--- src/verilog/tsc_pkg.sv ---
`default_nettype none

package tsc_pkg;

    localparam int word_size = 16;
    localparam int num_regs  = 4;

    localparam logic [3:0] alu_opcode = 4'd15;
    localparam logic [3:0] adi_opcode = 4'd4;
    localparam logic [3:0] ori_opcode = 4'd5;
    localparam logic [3:0] lhi_opcode = 4'd6;
    localparam logic [3:0] lwd_opcode = 4'd7;
    localparam logic [3:0] swd_opcode = 4'd8;
    localparam logic [3:0] bne_opcode = 4'd0;
    localparam logic [3:0] beq_opcode = 4'd1;
    localparam logic [3:0] bgz_opcode = 4'd2;
    localparam logic [3:0] blz_opcode = 4'd3;
    localparam logic [3:0] jmp_opcode = 4'd9;
    localparam logic [3:0] jal_opcode = 4'd10;
    localparam logic [3:0] jpr_opcode = 4'd15; // Shares R-type opcode
    localparam logic [3:0] jrl_opcode = 4'd15;

    localparam logic [5:0] func_add = 6'd0;
    localparam logic [5:0] func_sub = 6'd1;
    localparam logic [5:0] func_and = 6'd2;
    localparam logic [5:0] func_orr = 6'd3;
    localparam logic [5:0] func_not = 6'd4;
    localparam logic [5:0] func_tcp = 6'd5;
    localparam logic [5:0] func_shl = 6'd6;
    localparam logic [5:0] func_shr = 6'd7;
    localparam logic [5:0] func_jpr = 6'd25;
    localparam logic [5:0] func_jrl = 6'd26;

    localparam logic [2:0] alu_add = 3'b000;
    localparam logic [2:0] alu_sub = 3'b001;
    localparam logic [2:0] alu_and = 3'b010;
    localparam logic [2:0] alu_or  = 3'b011;
    localparam logic [2:0] alu_not = 3'b100;
    localparam logic [2:0] alu_tcp = 3'b101;
    localparam logic [2:0] alu_shl = 3'b110;
    localparam logic [2:0] alu_shr = 3'b111;

    localparam logic [1:0] link_reg = 2'd2;

    typedef struct packed {
        logic [3:0] opcode;
        logic [1:0] rs;
        logic [1:0] rt;
        logic [1:0] rd;
        logic [5:0] func;
    } r_fmt_t;

    typedef struct packed {
        logic [3:0] opcode;
        logic [1:0] rs;
        logic [1:0] rt;
        logic [7:0] imm8;
    } i_fmt_t;

    typedef struct packed {
        logic [3:0]  opcode;
        logic [11:0] target12;
    } j_fmt_t;

    typedef union packed {
        r_fmt_t r;
        i_fmt_t i;
        j_fmt_t j;
    } instr_u;

    typedef struct packed {
        logic [word_size-1:0] pc;
        instr_u               instr;
        logic                 valid;
    } fetch_packet_t;

    typedef struct packed {
        logic       alu_src;
        logic [2:0] alu_op;
        logic       reg_write;
        logic       write_rd;   // R-type writes rd, else rt
        logic       mem_read;
        logic       mem_to_reg;
        logic       mem_write;
        logic       pc_to_reg;
        logic       jump;
        logic       jump_reg;
        logic       branch;
    } ctrl_t;

    typedef struct packed {
        logic                 read;
        logic                 write;
        logic [word_size-1:0] addr;
        logic [word_size-1:0] wdata;
    } data_req_t;

endpackage

`default_nettype wire

--- src/verilog/fetch_unit.sv ---
`timescale 1ns/1ps
`default_nettype none

module fetch_unit import tsc_pkg::*; (
    input  logic                 clk,
    input  logic                 reset,
    input  logic                 redirect,
    input  logic [word_size-1:0] redirect_pc,
    output logic [word_size-1:0] instr_addr,
    output logic [word_size-1:0] fetch_pc
);

    logic [word_size-1:0] pc;
    logic [word_size-1:0] pc_next;

    assign pc_next = redirect ? redirect_pc : pc + 1'b1; // Taken transfer wins

    always_ff @(posedge clk) begin
        if (reset) begin
            pc <= '0;
        end else begin
            pc <= pc_next;
        end
    end

    assign instr_addr = pc;
    assign fetch_pc   = pc;   // Tag travels with the word

    // An unknown redirect target from execute would show up here
    pc_known: assert property (@(posedge clk) disable iff (reset) !$isunknown(pc));

endmodule

`default_nettype wire

--- src/verilog/fetch_buffer.sv ---
`timescale 1ns/1ps
`default_nettype none

module fetch_buffer import tsc_pkg::*; (
    input  logic                 clk,
    input  logic                 reset,
    input  logic                 flush,
    input  logic [word_size-1:0] fetch_pc,
    input  instr_u               instr_data,
    output fetch_packet_t        packet
);

    always_ff @(posedge clk) begin
        if (reset) begin
            packet.valid <= 1'b0;
        end else begin
            packet.valid <= !flush;   // Squash wrong-path word
        end
    end

    always_ff @(posedge clk) begin
        packet.pc    <= fetch_pc;
        packet.instr <= instr_data;
    end

    valid_after_reset: assert property (@(posedge clk) reset |=> !packet.valid);

    valid_after_flush: assert property (
        @(posedge clk) disable iff (reset) flush |=> !packet.valid
    );

endmodule

`default_nettype wire

--- src/verilog/control_unit.sv ---
`timescale 1ns/1ps
`default_nettype none

module control_unit import tsc_pkg::*; (
    input  instr_u instr,
    output ctrl_t  ctrl
);

    always_comb begin
        ctrl = '0;
        case (instr.r.opcode)
            alu_opcode: begin
                case (instr.r.func)
                    func_add: ctrl.alu_op = alu_add;
                    func_sub: ctrl.alu_op = alu_sub;
                    func_and: ctrl.alu_op = alu_and;
                    func_orr: ctrl.alu_op = alu_or;
                    func_not: ctrl.alu_op = alu_not;
                    func_tcp: ctrl.alu_op = alu_tcp;
                    func_shl: ctrl.alu_op = alu_shl;
                    func_shr: ctrl.alu_op = alu_shr;
                    default:  ctrl.alu_op = alu_add;
                endcase
                // Arithmetic codes occupy 0 to 7
                if (instr.r.func <= func_shr) begin
                    ctrl.reg_write = 1'b1;
                    ctrl.write_rd  = 1'b1;
                end
                if (instr.r.func == func_jpr || instr.r.func == func_jrl) begin
                    ctrl.jump     = 1'b1;
                    ctrl.jump_reg = 1'b1;
                end
                if (instr.r.func == func_jrl) begin
                    ctrl.pc_to_reg = 1'b1;
                    ctrl.reg_write = 1'b1;
                end
            end
            adi_opcode: begin
                ctrl.alu_src   = 1'b1;
                ctrl.alu_op    = alu_add;
                ctrl.reg_write = 1'b1;
            end
            ori_opcode: begin
                ctrl.alu_src   = 1'b1;
                ctrl.alu_op    = alu_or;
                ctrl.reg_write = 1'b1;
            end
            lhi_opcode: begin
                ctrl.alu_src   = 1'b1;
                ctrl.alu_op    = alu_or;   // Zero or shifted imm
                ctrl.reg_write = 1'b1;
            end
            lwd_opcode: begin
                ctrl.alu_src    = 1'b1;
                ctrl.alu_op     = alu_add;
                ctrl.reg_write  = 1'b1;
                ctrl.mem_read   = 1'b1;
                ctrl.mem_to_reg = 1'b1;
            end
            swd_opcode: begin
                ctrl.alu_src   = 1'b1;
                ctrl.alu_op    = alu_add;
                ctrl.mem_write = 1'b1;
            end
            bne_opcode, beq_opcode, bgz_opcode, blz_opcode: begin
                ctrl.branch = 1'b1;
                ctrl.alu_op = alu_sub;   // Zero result means equal
            end
            jmp_opcode: begin
                ctrl.jump = 1'b1;
            end
            jal_opcode: begin
                ctrl.jump      = 1'b1;
                ctrl.pc_to_reg = 1'b1;
                ctrl.reg_write = 1'b1;
            end
            default: ctrl = '0;
        endcase
        mem_excl: assert (!(ctrl.mem_read && ctrl.mem_write));
    end

endmodule

`default_nettype wire

--- src/verilog/alu.sv ---
`timescale 1ns/1ps
`default_nettype none

module alu import tsc_pkg::*; (
    input  logic [2:0]           op,
    input  logic [word_size-1:0] a,
    input  logic [word_size-1:0] b,
    output logic [word_size-1:0] result
);

    always_comb begin
        result = '0;
        case (op)
            alu_add: result = a + b;
            alu_sub: result = a - b;
            alu_and: result = a & b;
            alu_or:  result = a | b;
            alu_not: result = ~a;
            alu_tcp: result = ~a + 1'b1;
            alu_shl: result = a << 1;
            alu_shr: result = $signed(a) >>> 1;   // Keeps sign bit
            default: result = '0;
        endcase
    end

endmodule

`default_nettype wire

--- src/verilog/register_file.sv ---
`timescale 1ns/1ps
`default_nettype none

module register_file import tsc_pkg::*; (
    input  logic                 clk,
    input  logic                 reset,
    input  logic [1:0]           rs_addr,
    input  logic [1:0]           rt_addr,
    input  logic [1:0]           write_addr,
    input  logic                 write_en,
    input  logic [word_size-1:0] write_data,
    output logic [word_size-1:0] rs_data,
    output logic [word_size-1:0] rt_data
);

    logic [word_size-1:0] regs [num_regs];

    always_ff @(posedge clk) begin
        if (reset) begin
            for (int i = 0; i < num_regs; i++) begin
                regs[i] <= '0;
            end
        end else if (write_en) begin
            regs[write_addr] <= write_data;
        end
    end

    assign rs_data = regs[rs_addr];   // No bypass needed
    assign rt_data = regs[rt_addr];

endmodule

`default_nettype wire

--- src/verilog/execute_unit.sv ---
`timescale 1ns/1ps
`default_nettype none

module execute_unit import tsc_pkg::*; (
    input  logic                 clk,
    input  logic                 reset,
    input  fetch_packet_t        packet,
    input  logic [word_size-1:0] data_rdata,
    output data_req_t            data_req,
    output logic                 redirect,
    output logic [word_size-1:0] redirect_pc
);

    ctrl_t                ctrl;
    logic [word_size-1:0] rs_data;
    logic [word_size-1:0] rt_data;
    logic [word_size-1:0] imm_sext;
    logic [word_size-1:0] imm_ext;
    logic [word_size-1:0] alu_a;
    logic [word_size-1:0] alu_b;
    logic [word_size-1:0] alu_result;
    logic [word_size-1:0] pc_plus1;
    logic [word_size-1:0] write_data;
    logic [1:0]           write_addr;
    logic                 is_lhi;
    logic                 taken;

    control_unit control_unit_inst (
        .instr (packet.instr),
        .ctrl  (ctrl)
    );

    assign is_lhi   = packet.instr.i.opcode == lhi_opcode;
    assign imm_sext = {{8{packet.instr.i.imm8[7]}}, packet.instr.i.imm8};

    always_comb begin
        if (packet.instr.i.opcode == ori_opcode) begin
            imm_ext = {8'h00, packet.instr.i.imm8};
        end else if (is_lhi) begin
            imm_ext = {packet.instr.i.imm8, 8'h00};
        end else begin
            imm_ext = imm_sext;
        end
    end

    assign alu_a = is_lhi ? '0 : rs_data;
    assign alu_b = ctrl.alu_src ? imm_ext : rt_data;

    alu alu_inst (
        .op     (ctrl.alu_op),
        .a      (alu_a),
        .b      (alu_b),
        .result (alu_result)
    );

    assign pc_plus1 = packet.pc + 1'b1;

    always_comb begin
        case (packet.instr.i.opcode)
            bne_opcode: taken = alu_result != '0;
            beq_opcode: taken = alu_result == '0;
            bgz_opcode: taken = !rs_data[word_size-1] && rs_data != '0;
            blz_opcode: taken = rs_data[word_size-1];
            default:    taken = 1'b0;
        endcase
    end

    assign redirect = packet.valid && (ctrl.jump || (ctrl.branch && taken));

    always_comb begin
        if (ctrl.jump_reg) begin
            redirect_pc = rs_data;
        end else if (ctrl.jump) begin
            redirect_pc = {packet.pc[15:12], packet.instr.j.target12};
        end else begin
            redirect_pc = pc_plus1 + imm_sext;   // Branch target
        end
    end

    assign data_req.read  = packet.valid && ctrl.mem_read;
    assign data_req.write = packet.valid && ctrl.mem_write;
    assign data_req.addr  = alu_result;
    assign data_req.wdata = rt_data;

    always_comb begin
        if (ctrl.pc_to_reg) begin
            write_addr = link_reg;
        end else if (ctrl.write_rd) begin
            write_addr = packet.instr.r.rd;
        end else begin
            write_addr = packet.instr.r.rt;
        end
    end

    assign write_data = ctrl.pc_to_reg  ? pc_plus1 :
                        ctrl.mem_to_reg ? data_rdata : alu_result;

    register_file register_file_inst (
        .clk        (clk),
        .reset      (reset),
        .rs_addr    (packet.instr.r.rs),
        .rt_addr    (packet.instr.r.rt),
        .write_addr (write_addr),
        .write_en   (packet.valid && ctrl.reg_write),
        .write_data (write_data),
        .rs_data    (rs_data),
        .rt_data    (rt_data)
    );

    // Squashed slots from the buffer must leave no trace
    no_side_effect: assert property (
        @(posedge clk) disable iff (reset) !packet.valid |-> !data_req.write && !redirect
    );

endmodule

`default_nettype wire

--- src/verilog/tsc_core.sv ---
`timescale 1ns/1ps
`default_nettype none

module tsc_core import tsc_pkg::*; (
    input  logic                 clk,
    input  logic                 reset,
    output logic [word_size-1:0] instr_addr,
    input  instr_u               instr_data,
    output data_req_t            data_req,
    input  logic [word_size-1:0] data_rdata
);

    logic                 redirect;
    logic [word_size-1:0] redirect_pc;
    logic [word_size-1:0] fetch_pc;
    fetch_packet_t        packet;

    fetch_unit fetch_unit_inst (
        .clk         (clk),
        .reset       (reset),
        .redirect    (redirect),
        .redirect_pc (redirect_pc),
        .instr_addr  (instr_addr),
        .fetch_pc    (fetch_pc)
    );

    fetch_buffer fetch_buffer_inst (
        .clk        (clk),
        .reset      (reset),
        .flush      (redirect),   // Redirect kills the younger word
        .fetch_pc   (fetch_pc),
        .instr_data (instr_data),
        .packet     (packet)
    );

    execute_unit execute_unit_inst (
        .clk         (clk),
        .reset       (reset),
        .packet      (packet),
        .data_rdata  (data_rdata),
        .data_req    (data_req),
        .redirect    (redirect),
        .redirect_pc (redirect_pc)
    );

endmodule

`default_nettype wire

--- config.mk ---
export PLATFORM = sky130hd
export DESIGN_NAME = tsc_core
export DESIGN_NICKNAME = d
export VERILOG_FILES = /design/src/verilog/tsc_pkg.sv /design/src/verilog/fetch_unit.sv /design/src/verilog/fetch_buffer.sv /design/src/verilog/control_unit.sv /design/src/verilog/alu.sv /design/src/verilog/register_file.sv /design/src/verilog/execute_unit.sv /design/src/verilog/tsc_core.sv
export SDC_FILE = /design/constraint.sdc
export NUM_CORES = 1
export LEC_CHECK = 0
export BUFFER_PORTS_ARGS = -buffer_cell sky130_fd_sc_hd__buf_4
export CORE_UTILIZATION = 61
export CTS_CLUSTER_DIAMETER = 60
export DETAILED_ROUTE_END_ITERATION = 10
export PLACE_DENSITY = 0.82
export SLEW_MARGIN = 20
export SYNTH_ARGS = -nofsm -noshare
export SYNTH_HDL_FRONTEND = slang
export SYNTH_SLANG_ARGS = --single-unit
--- constraint.sdc ---
create_clock -name clk -period 12.4 [get_ports clk]
set_input_delay 0.62 -clock clk [delete_from_list [all_inputs] [get_ports clk]]
set_output_delay 0.62 -clock clk [all_outputs]
set_load 0.02 [all_outputs]
==> reports/metrics.cfg <==
[global_routing]
antenna_found_initial=0
grtUsageTotal=0.409
grt_max_degree=34
first_global_vias=7889
grt_overflow_total=0
grt_first_pass_wirelength_um=44400

[route]
drtPass1Iterations=6
wire_per_inst_um=23.7
drtAntennaViolNets=0
drc=0
vias=8648
wl_um=29700
drt-initial-drc-count=1354
viasPerCell=6.89

[clock_tree]
cts_root_buf=clkbuf_16
cts_resized=0
cts_tree=built
numCtsBuffers=17
cts.sinks=113
cts_setup_buffers=0
clkSlewWorstSetupHoldPaths_ps=60
h-tree-depth=4
cts_buffer_depth=2
hold_buffers=0
clk_latency_ps=430

[cells_and_area]
drive_gt1_frac=0.174
mostFrequentLayoutCells=136 x nor2_1, 106 x nand2_1, 99 x buf_4
final_nets=1135
num_antenna_cells=0
areaGrowthSynthToFinish_pct=15.0
final_common_cell=nor2_1
final_util=0.725
n_fill_cell=1058

[pwr]
leakagePower_nw=4.18
swShare=0.378
ir_drop_mv=0.111
power_frac_seq=0.305
clkPwrFrac=0.327
power_density_nw_per_um2=143
switchingPower_w=0.000550
combPwrFrac=0.368
intPower_w=0.000907

[timing]
hold_violations=0
fmaxAchievable_mhz=139
finalCriticalPeriod_ps=7210
tns_ps=0
period_share=0.581
clock_skew_ps=8.35
grt_setup_unrepaired=no
slew_violations=0
tightest_slew_ps=1180
final-setup-viol-count=0
max_slew_margin=0.214

[worst_setup_path]
worstPathCellList=nor2b_1 -> nor2_1 -> o21ai_0 -> inv_1 -> ha_1 -> nand2_1 -> o21ai_0 -> fa_1 -> nand2b_1 -> a211o_1 -> a31oi_1 -> a31o_2 -> xor2_1 -> a221oi_1 -> nand3_1 -> nand4b_1 -> or4_1 -> o21a_1 -> o31ai_4 -> buf_4 -> mux2_1 -> nor2_1
crit_family=simple AND/OR/NAND/NOR gates
crit_slowest_cell=or4_1
cp_num_buf_inv=2
endpoint_kind=register
crit_type=register to register
r2r_start=fetch_buffer_inst.packet[15]
cp.required_ps=12770
regToRegSetupSlack_ps=5190
cp_max_fo=29
rr_worst_depth=22
worst_r2r_endpoint=fetch_unit_inst.fetch_pc[15]
cp-start-kind=register
cpPeakStageDelay_ps=670
worst_ep_arrival_time_ps=7580

[run_status]
outcome=finished, final reports clean

[yosys]
netlist_area_um2=8860
synth_area_per_cell_um2=8.83
syn_inst=1003
synth_ff_type=edfxtp_1
synth_fp_nets=1075
ys_types=79
synth-edff-count=64
ys_async_sr_fraction=0
ys_seq_area_frac=0.328
yosysWarnings=0
synth_seq_cells=113

[worst_hold_path]
hp-start=instr_data[1]
whs_endpoint=fetch_buffer_inst.packet[2]
hold_class=primary input to register
min_path_cells=1

[floorplan]
initial_core_util=0.631
die_h_um=123
core_area_um2=14000
rows=43
ioPinCount=84
die_x_um=123
dieArea_um2=15000

[place]
dp_hpwl_um=21600
gp_congestion=0.997
portBuffers=83

[job]
drv_cap=0

[state kept, by name, summed over array words and instances (netlist names)]
| register | count |
|---|---|
| execute_unit_inst.register_file_inst.regs | 64 |
| fetch_buffer_inst.packet | 33 |
| fetch_unit_inst.fetch_pc | 16 |
[Yosys cell counts, types with 4 or more instances]
cell,instances,area share
o21bai_1,4,0.0034
and2_1,11,0.0078
nor3_1,18,0.010
xnor2_1,41,0.041
a21oi_1,37,0.021
ha_1,36,0.051
mux4_2,32,0.081
o2111ai_1,5,0.0049
edfxtp_1,64,0.22
dfxtp_1,49,0.11
a21o_1,14,0.012
xor2_1,34,0.034
inv_1,44,0.019
nand4_1,4,0.0028
o21a_1,7,0.0059
a22oi_1,5,0.0042
nand2_1,106,0.045
mux2i_1,17,0.019
o211ai_1,33,0.028
a31oi_1,7,0.0049
nand2b_1,11,0.0078
o21ai_0,50,0.028
or3_1,5,0.0035
nor4_1,6,0.0042
a221oi_1,15,0.015
buf_2,4,0.0023
nor2_1,136,0.058
o31ai_1,6,0.0051
nand3_1,36,0.020
a222oi_1,4,0.0045
and3_1,11,0.0078
a211oi_2,8,0.011
clkbuf_1,48,0.020
a211oi_1,6,0.0051
nor2b_1,8,0.0056
a221o_1,4,0.0045
and2_0,4,0.0028
[metrics by stage]
| stage | hold WS, ps | instances | power (W) | instance area [um2] | setup slack, ps |
|---|---|---|---|---|---|
| 3_5_place_dp | 375 | 1224 | 0.000965 | 9610 | 5480 |
| 5_1_grt | 274 | 1256 | 0.00151 | 10200 | 4640 |
| 6_report | 287 | 1256 | 0.00146 | 10200 | 5190 |
| 3_3_place_gp | 371 | 1224 | 0.000960 | 9610 | 5580 |
| 2_1_floorplan | 456 | 1003 | 0.000794 | 8860 | 6630 |
| 4_1_cts | 274 | 1256 | 0.00144 | 10200 | 5470 |
[layout make-up]
| type | count | area, um2 | share of cell area |
|---|---|---|---|
| sequential | 113 | 2900 | 0.285 |
| inverter | 46 | 173 | 0.0170 |
| clock buffer | 17 | 425 | 0.0418 |
| clock inverter | 15 | 150 | 0.0147 |
| tap | 180 | 225 | 0.0221 |
| timing repair buffer | 99 | 743 | 0.0730 |
| multi-input combinational | 786 | 5570 | 0.546 |
[how the worst max path moves through the flow]
stage          depth (start not counted)  slack, ps                      endpoint                         start
5_1_grt                               25       4640  fetch_unit_inst.fetch_pc[15]  fetch_buffer_inst.packet[16]
6_report                              22       5190  fetch_unit_inst.fetch_pc[15]  fetch_buffer_inst.packet[15]
3_5_place_dp                          22       5480  fetch_unit_inst.fetch_pc[15]  fetch_buffer_inst.packet[14]
3_3_place_gp                          22       5580  fetch_unit_inst.fetch_pc[15]  fetch_buffer_inst.packet[16]
2_1_floorplan                         23       6630  fetch_unit_inst.fetch_pc[15]  fetch_buffer_inst.packet[14]
4_1_cts                               22       5470  fetch_unit_inst.fetch_pc[15]  fetch_buffer_inst.packet[16]
[power groups by stage]
stage	registers [W]	clock network, W	logic, W
after floorplan	0.000446	0	0.000348
after global placement	0.000449	0	0.000510
after detailed placement	0.000451	0	0.000514
after CTS	0.000444	0.000479	0.000520
after global routing	0.000448	0.000495	0.000567
final	0.000445	0.000476	0.000536
[worst reg2reg max path: stages, from the launching register on]
cell and delay, ps:
dfxtp_1 530, nor2b_1 620, nor2_1 380, o21ai_0 630, inv_1 150, ha_1 300, nand2_1 50, o21ai_0 160
fa_1 460, nand2b_1 190, a211o_1 280, a31oi_1 290, a31o_2 250, xor2_1 90, a221oi_1 270, nand3_1 260
nand4b_1 240, or4_1 670, o21a_1 280, o31ai_4 230, buf_4 370, mux2_1 370, nor2_1 70
[kinds of logic (layout without fill, tap and decap cells)]
logic type	Yosys count	count (layout)	share of synthesized area
simple gates	378	378	0.197
flops	113	113	0.328
xor+xnor	75	75	0.0741
compound gates	244	244	0.196
mux	50	50	0.102
buf+inv	104	177	0.0472
fa+ha+maj	39	39	0.0565
[layer usage]
metal,share of wire,up-vias,routed length (um),track usage
met1,0.37,4016,11100,0.528
met3,0.13,119,4010,0.112
met5,0,-,0,0
li1,-,3835,-,-
met2,0.44,678,13100,0.625
met4,0.051,0,1510,0.219
Note: power is estimated with default switching activity, not from simulation.
